## src/hw/life_pkg.sv

```systemverilog
`default_nettype none

package life_pkg;

    // 1024x768 raster, horizontal values in pixels, vertical in lines
    localparam logic [10:0] SCREEN_WIDTH  = 11'd1024;
    localparam logic [9:0]  SCREEN_HEIGHT = 10'd768;
    localparam logic [10:0] H_SYNC_START  = 11'd1048;
    localparam logic [10:0] H_SYNC_END    = 11'd1184;
    localparam logic [10:0] H_TOTAL       = 11'd1344;
    localparam logic [9:0]  V_SYNC_START  = 10'd771;
    localparam logic [9:0]  V_SYNC_END    = 10'd777;
    localparam logic [9:0]  V_TOTAL       = 10'd806;

    // cell, window and board geometry
    localparam int CELL_SIZE      = 16;
    localparam int LOG_CELL_SIZE  = 4;
    localparam int VIEW_SIZE      = 32;
    localparam int VIEW_PIX       = VIEW_SIZE * CELL_SIZE;
    localparam int BOARD_SIZE     = 64;
    localparam int LOG_BOARD_SIZE = 6;

    // board memory, one row of cells spread over four words
    localparam int WORD_SIZE      = 16;
    localparam int LOG_WORD_SIZE  = 4;
    localparam int WORDS_PER_ROW  = BOARD_SIZE / WORD_SIZE;
    localparam int MAX_ADDR       = BOARD_SIZE * WORDS_PER_ROW;
    localparam int LOG_MAX_ADDR   = 8;

    // horizontal fence line on the right half of the screen
    localparam logic [9:0] FENCE_ROW = 10'd384;

    localparam logic [11:0] CELL_COLOR   = 12'h0F0;
    localparam logic [11:0] CURSOR_COLOR = 12'hF00;
    localparam logic [11:0] FENCE_COLOR  = 12'hFFF;

    // board coordinate, sums and differences wrap modulo 64
    typedef logic [LOG_BOARD_SIZE-1:0] pos_t;

    typedef enum logic {
        FRAME_ACTIVE,
        FRAME_BLANK
    } frame_state_t;

endpackage

`default_nettype wire
```

## src/hw/life_renderer.sv

```systemverilog
`timescale 1ns/1ps
`default_nettype none

module life_renderer (
    input  wire                                clk_130mhz,
    input  wire                                rst_in,
    input  wire  [life_pkg::WORD_SIZE-1:0]     data_in,
    input  wire  life_pkg::pos_t               view_x_in,
    input  wire  life_pkg::pos_t               view_y_in,
    input  wire  life_pkg::pos_t               cursor_x_in,
    input  wire  life_pkg::pos_t               cursor_y_in,
    output logic [life_pkg::LOG_MAX_ADDR-1:0]  addr,
    output logic [11:0]                        pix,
    output logic                               hsync_out,
    output logic                               vsync_out,
    output logic                               done_out
);

    logic [10:0]    hcount;
    logic [9:0]     vcount;
    logic           hsync_n;
    logic           vsync_n;
    logic           blank;
    logic           frame_start;
    logic           vblank_start;
    logic           done;
    logic           is_alive;
    life_pkg::pos_t view_x;
    life_pkg::pos_t view_y;
    life_pkg::pos_t cursor_x;
    life_pkg::pos_t cursor_y;

    video_timing u_video_timing (
        .clk_130mhz   (clk_130mhz),
        .rst_in       (rst_in),
        .hcount       (hcount),
        .vcount       (vcount),
        .hsync_n      (hsync_n),
        .vsync_n      (vsync_n),
        .blank        (blank),
        .frame_start  (frame_start),
        .vblank_start (vblank_start)
    );

    frame_ctrl u_frame_ctrl (
        .clk_130mhz   (clk_130mhz),
        .rst_in       (rst_in),
        .frame_start  (frame_start),
        .vblank_start (vblank_start),
        .view_x_in    (view_x_in),
        .view_y_in    (view_y_in),
        .cursor_x_in  (cursor_x_in),
        .cursor_y_in  (cursor_y_in),
        .view_x       (view_x),
        .view_y       (view_y),
        .cursor_x     (cursor_x),
        .cursor_y     (cursor_y),
        .done         (done)
    );

    // board read, three cycles from position to is_alive
    cell_fetch u_cell_fetch (
        .clk_130mhz (clk_130mhz),
        .hcount     (hcount),
        .vcount     (vcount),
        .view_x     (view_x),
        .view_y     (view_y),
        .data_in    (data_in),
        .addr       (addr),
        .is_alive   (is_alive)
    );

    pixel_compose u_pixel_compose (
        .clk_130mhz (clk_130mhz),
        .rst_in     (rst_in),
        .hcount     (hcount),
        .vcount     (vcount),
        .hsync_n    (hsync_n),
        .vsync_n    (vsync_n),
        .blank      (blank),
        .done       (done),
        .view_x     (view_x),
        .view_y     (view_y),
        .cursor_x   (cursor_x),
        .cursor_y   (cursor_y),
        .is_alive   (is_alive),
        .pix        (pix),
        .hsync_out  (hsync_out),
        .vsync_out  (vsync_out),
        .done_out   (done_out)
    );

endmodule

`default_nettype wire

```

## src/hw/pixel_compose.sv

```systemverilog
`timescale 1ns/1ps
`default_nettype none

module pixel_compose (
    input  wire         clk_130mhz,
    input  wire         rst_in,
    input  wire  [10:0] hcount,
    input  wire  [9:0]  vcount,
    input  wire         hsync_n,
    input  wire         vsync_n,
    input  wire         blank,
    input  wire         done,
    input  wire         life_pkg::pos_t view_x,
    input  wire         life_pkg::pos_t view_y,
    input  wire         life_pkg::pos_t cursor_x,
    input  wire         life_pkg::pos_t cursor_y,
    input  wire         is_alive,
    output logic [11:0] pix,
    output logic        hsync_out,
    output logic        vsync_out,
    output logic        done_out
);

    // three stages to meet is_alive from the fetch
    logic [10:0] h_d [3];
    logic [9:0]  v_d [3];
    logic [2:0]  hs_d;
    logic [2:0]  vs_d;
    logic [2:0]  blank_d;
    logic [2:0]  done_d;

    logic [10:0] h3;
    logic [9:0]  v3;
    logic [life_pkg::LOG_CELL_SIZE-1:0] sub_x;
    logic [life_pkg::LOG_CELL_SIZE-1:0] sub_y;
    life_pkg::pos_t off_x;
    life_pkg::pos_t off_y;
    logic in_window;
    logic on_fence;
    logic cursor_visible;
    logic in_cursor_cell;
    logic on_cell_edge;
    logic on_cursor;

    always_ff @(posedge clk_130mhz) begin
        if (rst_in) begin
            hs_d    <= '1;
            vs_d    <= '1;
            blank_d <= '1;
            done_d  <= '1;
        end else begin
            hs_d    <= {hs_d[1:0], hsync_n};
            vs_d    <= {vs_d[1:0], vsync_n};
            blank_d <= {blank_d[1:0], blank};
            done_d  <= {done_d[1:0], done};
        end
    end

    always_ff @(posedge clk_130mhz) begin
        h_d[0] <= hcount;
        h_d[1] <= h_d[0];
        h_d[2] <= h_d[1];
        v_d[0] <= vcount;
        v_d[1] <= v_d[0];
        v_d[2] <= v_d[1];
    end

    always_comb begin
        h3 = h_d[2];
        v3 = v_d[2];
        in_window = (h3 < life_pkg::VIEW_PIX) && (v3 < life_pkg::VIEW_PIX);
        on_fence = (h3 == life_pkg::VIEW_PIX) ||
                   ((h3 > life_pkg::VIEW_PIX) && (v3 == life_pkg::FENCE_ROW));

        // cursor relative to the view origin, wraps like the board
        off_x = cursor_x - view_x;
        off_y = cursor_y - view_y;
        cursor_visible = (off_x < life_pkg::VIEW_SIZE) && (off_y < life_pkg::VIEW_SIZE);
        in_cursor_cell = in_window &&
            (h3[life_pkg::LOG_CELL_SIZE +: life_pkg::LOG_BOARD_SIZE] == off_x) &&
            (v3[life_pkg::LOG_CELL_SIZE +: life_pkg::LOG_BOARD_SIZE] == off_y);

        // first or last pixel of a cell on either axis
        sub_x = h3[life_pkg::LOG_CELL_SIZE-1:0];
        sub_y = v3[life_pkg::LOG_CELL_SIZE-1:0];
        on_cell_edge = (sub_x == '0) || (&sub_x) || (sub_y == '0) || (&sub_y);
        on_cursor = cursor_visible && in_cursor_cell && on_cell_edge;
    end

    always_ff @(posedge clk_130mhz) begin
        if (rst_in) begin
            pix       <= '0;
            hsync_out <= 1'b1;
            vsync_out <= 1'b1;
            done_out  <= 1'b1;
        end else begin
            hsync_out <= hs_d[2];
            vsync_out <= vs_d[2];
            // frame phase trails the raster by a cycle, the line pins it down
            done_out  <= done_d[2] && (v3 >= life_pkg::SCREEN_HEIGHT);

            if (blank_d[2]) begin
                pix <= '0;
            end else if (on_fence) begin
                pix <= life_pkg::FENCE_COLOR;
            end else if (on_cursor) begin
                pix <= life_pkg::CURSOR_COLOR;
            end else if (in_window && is_alive) begin
                pix <= life_pkg::CELL_COLOR;
            end else begin
                pix <= '0;
            end
        end
    end

    // nothing is drawn outside the visible raster
    assert property (@(posedge clk_130mhz) disable iff (rst_in)
        blank_d[2] |=> (pix == '0));

endmodule

`default_nettype wire

```

## src/hw/cell_fetch.sv

```systemverilog
`timescale 1ns/1ps
`default_nettype none

module cell_fetch (
    input  wire                                clk_130mhz,
    input  wire  [10:0]                        hcount,
    input  wire  [9:0]                         vcount,
    input  wire  life_pkg::pos_t               view_x,
    input  wire  life_pkg::pos_t               view_y,
    input  wire  [life_pkg::WORD_SIZE-1:0]     data_in,
    output logic [life_pkg::LOG_MAX_ADDR-1:0]  addr,
    output logic                               is_alive
);

    life_pkg::pos_t                    board_x;
    life_pkg::pos_t                    board_y;
    logic [life_pkg::LOG_WORD_SIZE-1:0] bit_d1;
    logic [life_pkg::LOG_WORD_SIZE-1:0] bit_d2;

    // pixel to view cell, then add the origin
    // the 6-bit sum wraps around the board edge
    always_comb begin
        board_x = view_x + hcount[life_pkg::LOG_CELL_SIZE +: life_pkg::LOG_BOARD_SIZE];
        board_y = view_y + vcount[life_pkg::LOG_CELL_SIZE +: life_pkg::LOG_BOARD_SIZE];
    end

    always_ff @(posedge clk_130mhz) begin
        // word y * WORDS_PER_ROW + x / WORD_SIZE
        addr <= {board_y, board_x[life_pkg::LOG_BOARD_SIZE-1:life_pkg::LOG_WORD_SIZE]};

        // bit offset waits for the memory read
        bit_d1 <= board_x[life_pkg::LOG_WORD_SIZE-1:0];
        bit_d2 <= bit_d1;

        // leftmost cell is the MSB: bit 15 minus the offset,
        // which is the complement of a 4-bit offset
        is_alive <= data_in[~bit_d2];
    end

    // address always lands inside the board memory
    assert property (@(posedge clk_130mhz)
        !$isunknown(hcount) |=> (addr < life_pkg::MAX_ADDR));

endmodule

`default_nettype wire

```

## src/hw/frame_ctrl.sv

```systemverilog
`timescale 1ns/1ps
`default_nettype none

module frame_ctrl (
    input  wire            clk_130mhz,
    input  wire            rst_in,
    input  wire            frame_start,
    input  wire            vblank_start,
    input  wire            life_pkg::pos_t view_x_in,
    input  wire            life_pkg::pos_t view_y_in,
    input  wire            life_pkg::pos_t cursor_x_in,
    input  wire            life_pkg::pos_t cursor_y_in,
    output life_pkg::pos_t view_x,
    output life_pkg::pos_t view_y,
    output life_pkg::pos_t cursor_x,
    output life_pkg::pos_t cursor_y,
    output logic           done
);

    life_pkg::frame_state_t state;
    life_pkg::pos_t         view_x_q;
    life_pkg::pos_t         view_y_q;
    life_pkg::pos_t         cursor_x_q;
    life_pkg::pos_t         cursor_y_q;

    always_ff @(posedge clk_130mhz) begin
        if (rst_in) begin
            state      <= life_pkg::FRAME_BLANK;
            view_x_q   <= '0;
            view_y_q   <= '0;
            cursor_x_q <= '0;
            cursor_y_q <= '0;
        end else begin
            case (state)
                life_pkg::FRAME_ACTIVE: begin
                    if (vblank_start) begin
                        state <= life_pkg::FRAME_BLANK;
                    end
                end
                life_pkg::FRAME_BLANK: begin
                    if (frame_start) begin
                        state <= life_pkg::FRAME_ACTIVE;
                    end
                end
                default: state <= life_pkg::FRAME_BLANK;
            endcase

            // one sample per frame
            if (frame_start) begin
                view_x_q   <= view_x_in;
                view_y_q   <= view_y_in;
                cursor_x_q <= cursor_x_in;
                cursor_y_q <= cursor_y_in;
            end
        end
    end

    // pixel (0,0) is fetched in the frame_start cycle itself,
    // so the new sample goes straight through for that cycle
    always_comb begin
        if (frame_start) begin
            view_x   = view_x_in;
            view_y   = view_y_in;
            cursor_x = cursor_x_in;
            cursor_y = cursor_y_in;
        end else begin
            view_x   = view_x_q;
            view_y   = view_y_q;
            cursor_x = cursor_x_q;
            cursor_y = cursor_y_q;
        end
    end

    assign done = (state == life_pkg::FRAME_BLANK);

    // the timing block never fires both frame events at once
    assert property (@(posedge clk_130mhz) disable iff (rst_in)
        !(frame_start && vblank_start));

endmodule

`default_nettype wire

```

## src/hw/video_timing.sv

```systemverilog
`timescale 1ns/1ps
`default_nettype none

module video_timing (
    input  wire         clk_130mhz,
    input  wire         rst_in,
    output logic [10:0] hcount,
    output logic [9:0]  vcount,
    output logic        hsync_n,
    output logic        vsync_n,
    output logic        blank,
    output logic        frame_start,
    output logic        vblank_start
);

    logic        line_end;
    logic [10:0] h_next;
    logic [9:0]  v_next;

    // next raster position
    // all decodes work from it so every output changes with the counters
    always_comb begin
        line_end = (hcount == life_pkg::H_TOTAL - 11'd1);
        h_next = line_end ? 11'd0 : hcount + 11'd1;
        if (!line_end) begin
            v_next = vcount;
        end else if (vcount == life_pkg::V_TOTAL - 10'd1) begin
            v_next = 10'd0;
        end else begin
            v_next = vcount + 10'd1;
        end
    end

    always_ff @(posedge clk_130mhz) begin
        if (rst_in) begin
            hcount       <= '0;
            vcount       <= '0;
            hsync_n      <= 1'b1;
            vsync_n      <= 1'b1;
            blank        <= 1'b0;
            // first full frame starts at the next wrap
            frame_start  <= 1'b0;
            vblank_start <= 1'b0;
        end else begin
            hcount <= h_next;
            vcount <= v_next;

            // both syncs active low
            hsync_n <= !((h_next >= life_pkg::H_SYNC_START) &&
                         (h_next < life_pkg::H_SYNC_END));
            vsync_n <= !((v_next >= life_pkg::V_SYNC_START) &&
                         (v_next < life_pkg::V_SYNC_END));

            blank <= (h_next >= life_pkg::SCREEN_WIDTH) ||
                     (v_next >= life_pkg::SCREEN_HEIGHT);

            frame_start  <= (h_next == 11'd0) && (v_next == 10'd0);
            // last visible pixel of the frame
            vblank_start <= (h_next == life_pkg::SCREEN_WIDTH - 11'd1) &&
                            (v_next == life_pkg::SCREEN_HEIGHT - 10'd1);
        end
    end

    // counters never leave the raster
    assert property (@(posedge clk_130mhz) disable iff (rst_in)
        (hcount < life_pkg::H_TOTAL) && (vcount < life_pkg::V_TOTAL));

endmodule

`default_nettype wire

```

## config.mk

```make
export PLATFORM = sky130hd
export DESIGN_NAME = life_renderer
export DESIGN_NICKNAME = d
export VERILOG_FILES = /design/src/hw/life_pkg.sv /design/src/hw/life_renderer.sv /design/src/hw/pixel_compose.sv /design/src/hw/cell_fetch.sv /design/src/hw/frame_ctrl.sv /design/src/hw/video_timing.sv
export SDC_FILE = /design/constraint.sdc
export NUM_CORES = 1
export LEC_CHECK = 0
export ABC_CLOCK_PERIOD_IN_PS = 4100
export BUFFER_PORTS_ARGS = -buffer_cell sky130_fd_sc_hd__buf_2
export CAP_MARGIN = 20
export CORE_UTILIZATION = 57
export DETAILED_ROUTE_END_ITERATION = 10
export PLACE_DENSITY = 0.78
export SYNTH_ARGS = -nofsm -noshare
export SYNTH_HDL_FRONTEND = slang
export SYNTH_SLANG_ARGS = --single-unit
```

## constraint.sdc

```tcl
create_clock -name clk_130mhz -period 4.1 [get_ports clk_130mhz]
set_input_delay 0.615 -clock clk_130mhz [delete_from_list [all_inputs] [get_ports clk_130mhz]]
set_output_delay 0.615 -clock clk_130mhz [all_outputs]
set_load 0.005 [all_outputs]
```

After elaboration in Yosys (flattened, before gate mapping)
Memories as Yosys holds them, arrays and structs flattened.
Index checks and enable logic that the tools add are counted.
- add/sub/neg operators: 6
- multiply operators: 0
- multiplexer cells: 15
- divide/modulo/power cells: 0
- equality and inequality tests: 8
- reduce and logical (&&, ||, !) cells: 27
- shifts and indexed selects: 0
- bitwise gates (word level): 2
- magnitude comparators: 13
- operators by type and width (cell ; number):
    $ge 10x10->1 const B ; 3
    $mux 12 ; 2
    $mux 6 ; 4
    $eq 11x10->1 const B ; 2
    $ge 11x11->1 const B ; 2
    $eq 10x10->1 const B ; 2
    $lt 10x10->1 const B ; 2
    $mux 10 ; 2
    $logic_and 1x1->1 ; 13
    $add 6x6->6 ; 2
    $eq 6x6->1 ; 2
    $lt 6x6->1 const B ; 2
    $sub 6x6->6 ; 2
    $add 11x1->11 const B ; 1
    $eq 11x11->1 const B ; 1
    $gt 11x10->1 const B ; 1
    $logic_not 11->1 ; 1
    $lt 11x10->1 const B ; 1
    $lt 11x11->1 const B ; 1
    $mux 11 ; 1
    $add 10x1->10 const B ; 1
    $eq 10x9->1 const B ; 1
    $logic_not 10->1 ; 1
    $logic_not 4->1 ; 2
    other kinds (11) ; 19
- bits in registers: 95
- memory bits (writable): 63
- bits in read-only memories: 0
- bits in latches: 0
- output and inout bits: 23
- memories: 2
- memories (memory ; words ; width ; rd ports ; clocked after memory_dff ; wr ports ; line ; source):
    u_pixel_compose.h_d ; 3 ; 11 ; 3 ; 0 ; 3 ; pixel_compose.sv:25 ; logic [10:0] h_d [3];
    u_pixel_compose.v_d ; 3 ; 10 ; 3 ; 0 ; 3 ; pixel_compose.sv:26 ; logic [9:0] v_d [3];

Longest topological paths before layout
- word-level depth: 9
- depth in mapped cells: 13

Hierarchy
Synthesis repeated with hierarchy kept, for this count alone.
- cell total of the unflattened synthesis: 557
- area, all modules: 6092.1 um^2
- by module, submodules not included (module ; area an instance (um^2) ; instances ; cells an instance ; seq. area each (um^2)):
    pixel_compose ; 2459.9 ; 1 ; 198 ; 1621.6
    video_timing ; 1757.9 ; 1 ; 214 ; 520.5
    frame_ctrl ; 1051.0 ; 1 ; 81 ; 500.5
    cell_fetch ; 823.3 ; 1 ; 64 ; 340.3

Worst setup path before layout
No wires, ideal clock.
- kind: reg-to-reg
- from: register u_video_timing.frame_start
- to: register u_pixel_compose.pix[7]
- data required time: 3972 ps
- clock period less this slack: 3400 ps
- data arrival time: 3272 ps
- stages on the path, launching flop included: 14
- path buffers: 3
- setup slack: 700 ps
- path through: dfxtp_1 > clkbuf_1 > clkbuf_1 > buf_2 > mux2i_1 > ha_1 > inv_1 > fa_1 > xnor2_1 > nand3_1 > nor4_1 > nand4_1 > nor4_1 > o21bai_1
- longest elaborated chain between the ends: 9
- ends and longest elaborated chain (item ; line ; source):
    from (decl) ; video_timing.sv:12 ; output logic frame_start,
    from (signal assigned) ; video_timing.sv:57 ; frame_start <= (h_next == 11'd0) && (v_next == 10'd0);
    parallel branches: the longest is 5 deep, another holds $sub 6x6->6 ; -- ;
    $logic_and 1x1->1 * (2 in series) ; pixel_compose.sv:87 ; on_cursor = cursor_visible && in_cursor_cell && on_cell_edge;
    $mux 12 * ; pixel_compose.sv:106 ; end else if (on_cursor) begin
    $mux 12 * ; pixel_compose.sv:104 ; end else if (on_fence) begin
    to (signal assigned) ; pixel_compose.sv:105 ; pix <= life_pkg::FENCE_COLOR;
    to (signal assigned) ; pixel_compose.sv:107 ; pix <= life_pkg::CURSOR_COLOR;
    to (signal assigned) ; pixel_compose.sv:109 ; pix <= life_pkg::CELL_COLOR;
    to (decl) ; pixel_compose.sv:18 ; output logic [11:0] pix,
Every way passes the cells marked *.
A chain may end at the register's enable or synchronous reset.

Worst setup path after layout
Ends and elaborated chain as after synthesis.

==> impl_metrics.toml <==
[sta]
slew_violations = 0
skew_ps = 9.83
timing.final.crit_share_pct = 83.2
fmax_mhz = 293
slew_headroom_pct = 37.0
fin_crit_ps = 3410
fin_setup_tns_ps = 0
rsz0062_at_grt = "false"
setup_viol = 0
holdWs_ps = 317
finalHoldViolCount = 0
tightest_slew_ps = 937

[critical_path]
worstSetupPathType = "register to register"
reg2reg_to = "u_pixel_compose.pix[7]"
ff2ff_setup_slack_ps = 690
cp.arrival_ps = 3810
start_kind = "register"
path_max_fanout = 14
cp-end-kind = "register"
cp_data_required_time_ps = 4500
r2r_cells = 9
worstReg2RegStart = "u_video_timing.frame_start"

[clock_network]
path_clk_slew_ps = 70
clk_latency_ps = 520
postCtsSetupBuffers = 0
cts_resized = 0
cts_buffers = 17
cts-htree-levels = 4
clk_path_buf_depth = 2
cts_tree = "yes"
hold_buffers = 0
clkSinkCount = 149
cts_root_buf = "clkbuf_8"

[yosys]
synth_top_area_share_pct = 50.9
synthesis.area_um2 = 5860
synth_largest_area_cell = "dfxtp_1"
yosys_warnings = 0
synthTopCellsByCount = "149 x dfxtp_1, 38 x nor2_1, 35 x xnor2_1"
avgSynthCellArea_um2 = 10.7
synth.distinct_cells = 59
syn-num-nets = 618
ys_seq_area_share_pct = 50.9
synthMostInstantiatedCell = "dfxtp_1"
synth-edff-count = 0
synth-main-ff-cell = "dfxtp_1"
synth-seq-cells = 149
synthCells = 548
synthArstFlopShare_pct = 0
synth_area_leaders = "dfxtp_1 51%, xnor2_1 5.2%, ha_1 5.1%, mux2i_1 2.9%, nor2_1 2.4%"

[detailed_routing]
dr.pass1.iters = 5
via_count = 4080
wl_mm = 11.4
maxUsedRoutingLayer = "met4"
drt_iter0_markers = 193
m1WireLength_mm = 4.96
dr_wl_met2_mm = 5.54
avgViaCountPerCell = 5.46
drcViolationCount = 0
met3WireLength_um = 603
routedWlPerCell_um = 15.3
antenna_left = 0

[hold_path]
holdPathStages = 0
hold_start = "u_pixel_compose.v_d[0][4]"
hold_class = "register to register"
holdPathEnd = "u_pixel_compose.v_d[0][14]"

[job]
drv_cap = 0

[power]
leakagePower_nw = 2.85
cellPowerDensity_nw_per_um2 = 451
irDropWorstVdd_mv = 0.282

[cells_and_area]
nets = 671
seqCellArea_um2 = 2980
multiInputGateArea_um2 = 2600
n_fill_cell = 705
drive_gt1_share_pct = 22.8
n_antenna_cell = 0
syn_to_final_growth_pct = 15.4

[die]
die_h_um = 103
core_area_um2 = 9860
die-width_um = 103
initial_core_util_pct = 59.4
placement_rows = 36
boundaryPins = 65
die-area_um2 = 10700

[global_routing]
grt_pass1_vias = 3989
grt_pass1_wl_mm = 18.5
grt_overflow = 0
track_usage_pct = 23.2
grt_max_degree = 44
antenna_found_initial = 0

[placement]
place_congestion = 0.904
place.port_buffers = 64
dpl.hpwl_mm = 8.05

[outcome]
outcome = "finished clean"
## through the flow
stage	cell area (µm²)	util (%)	setup WS, ps	power, mW	std cells
final	6760	68.6	687	3.05	747
after CTS	6760	68.6	694	3.07	747
after detailed placement	6180	62.6	713	1.57	715
after floorplan	5860	-	700	1.54	548
after global routing	6760	68.6	385	3.15	747
after global placement	6180	62.6	907	1.57	715
## sequential cells by signal, indices dropped and copies added (netlist names), 3 cells and up
signal,cells
u_cell_fetch.addr,8
u_cell_fetch.bit_d2,4
u_frame_ctrl.view_x_q,6
u_frame_ctrl.cursor_x_q,6
u_pixel_compose.v_d,30
u_pixel_compose.vs_d,3
u_frame_ctrl.view_y_q,6
u_frame_ctrl.cursor_y_q,6
u_pixel_compose.pix,3
u_pixel_compose.hs_d,3
u_cell_fetch.bit_d1,4
u_video_timing.hcount,11
u_video_timing.vcount,10
u_pixel_compose.blank_d,3
u_pixel_compose.done_d,3
u_pixel_compose.h_d,33
## kinds of logic (layout without fill, tap and decap cells)
family                     count (synthesis)  count (layout)  share of synthesized area (%)
AOI/OAI and AO/OA                         65              65                           7.79
and+or+nand+nor                          172             172                           16.5
xor gates and xnor gates                  43              43                           6.43
muxes                                     34              34                           7.13
buffers and inverters                     57             123                           4.78
DFF                                      149             149                           50.9
adders and majority gates                 28              28                           6.49
## cell usage in the layout (no fill, tap or decap), types with 3 or more instances in the layout
cell,Yosys,routed
dfxtp_1,149,149
buf_2,8,64
nor2_1,38,38
xnor2_1,35,35
inv_1,24,24
ha_1,24,24
a21oi_1,22,22
nor3_1,20,20
nand2_1,19,19
mux2i_1,17,17
clkbuf_16,0,16
or2_2,14,14
nor2b_1,13,13
mux2_2,12,12
nand3_1,11,11
a21o_1,10,10
nand4_1,8,8
xor2_1,8,8
nor4_1,7,7
and3_1,7,7
and2_1,6,6
inv_8,0,6
mux4_2,5,5
a31oi_1,5,5
and4_1,5,5
o21ai_0,5,5
inv_6,0,5
fa_1,4,4
o21bai_1,3,3
nand3b_1,3,3
or3_1,3,3
a211oi_1,3,3
o211ai_1,3,3
buf_4,9,3
## power by group
part	switching [mW]	total (mW)	internal (mW)
clock network	0.655	1.51	0.855
logic	0.0341	0.0682	0.0340
registers	0.00857	1.47	1.46
total	0.698	3.05	2.35
## worst max-delay path, stage by stage, from the launching register on
cell      delay [ps]
dfxtp_1          720
buf_4            320
mux2i_1          550
fa_1             550
xnor2_1          160
nand3_1           90
nor4_1           250
nand4_1          130
nor4_1           380
o21bai_1         120
## worst max path at each step
stage               slack (ps)                        from                endpoint
floorplan                  700  u_video_timing.frame_start  u_pixel_compose.pix[7]
global placement           910  u_video_timing.frame_start  u_pixel_compose.pix[7]
detailed placement         710  u_video_timing.frame_start  u_pixel_compose.pix[7]
CTS                        690  u_video_timing.frame_start  u_pixel_compose.pix[7]
global route               390  u_video_timing.frame_start  u_pixel_compose.pix[7]
finish                     690  u_video_timing.frame_start  u_pixel_compose.pix[7]
## layout make-up
cell class	count	share of cell area [%]
Clock inverter	14	2.31
Clock buffer	18	6.33
Inverter	24	1.33
Multi-Input combinational cell	342	38.4
Sequential cell	149	44.1
Tap cell	133	2.46
Timing Repair Buffer	67	5.07
## layer usage
layer  up-vias  global-route usage [%]
li1       1992                       -
met1      1929                    27.4
met2       129                    39.4
met3        30                    5.17
met4         0                    12.2
met5         -                       0
Power figures use the tool's default switching activity.
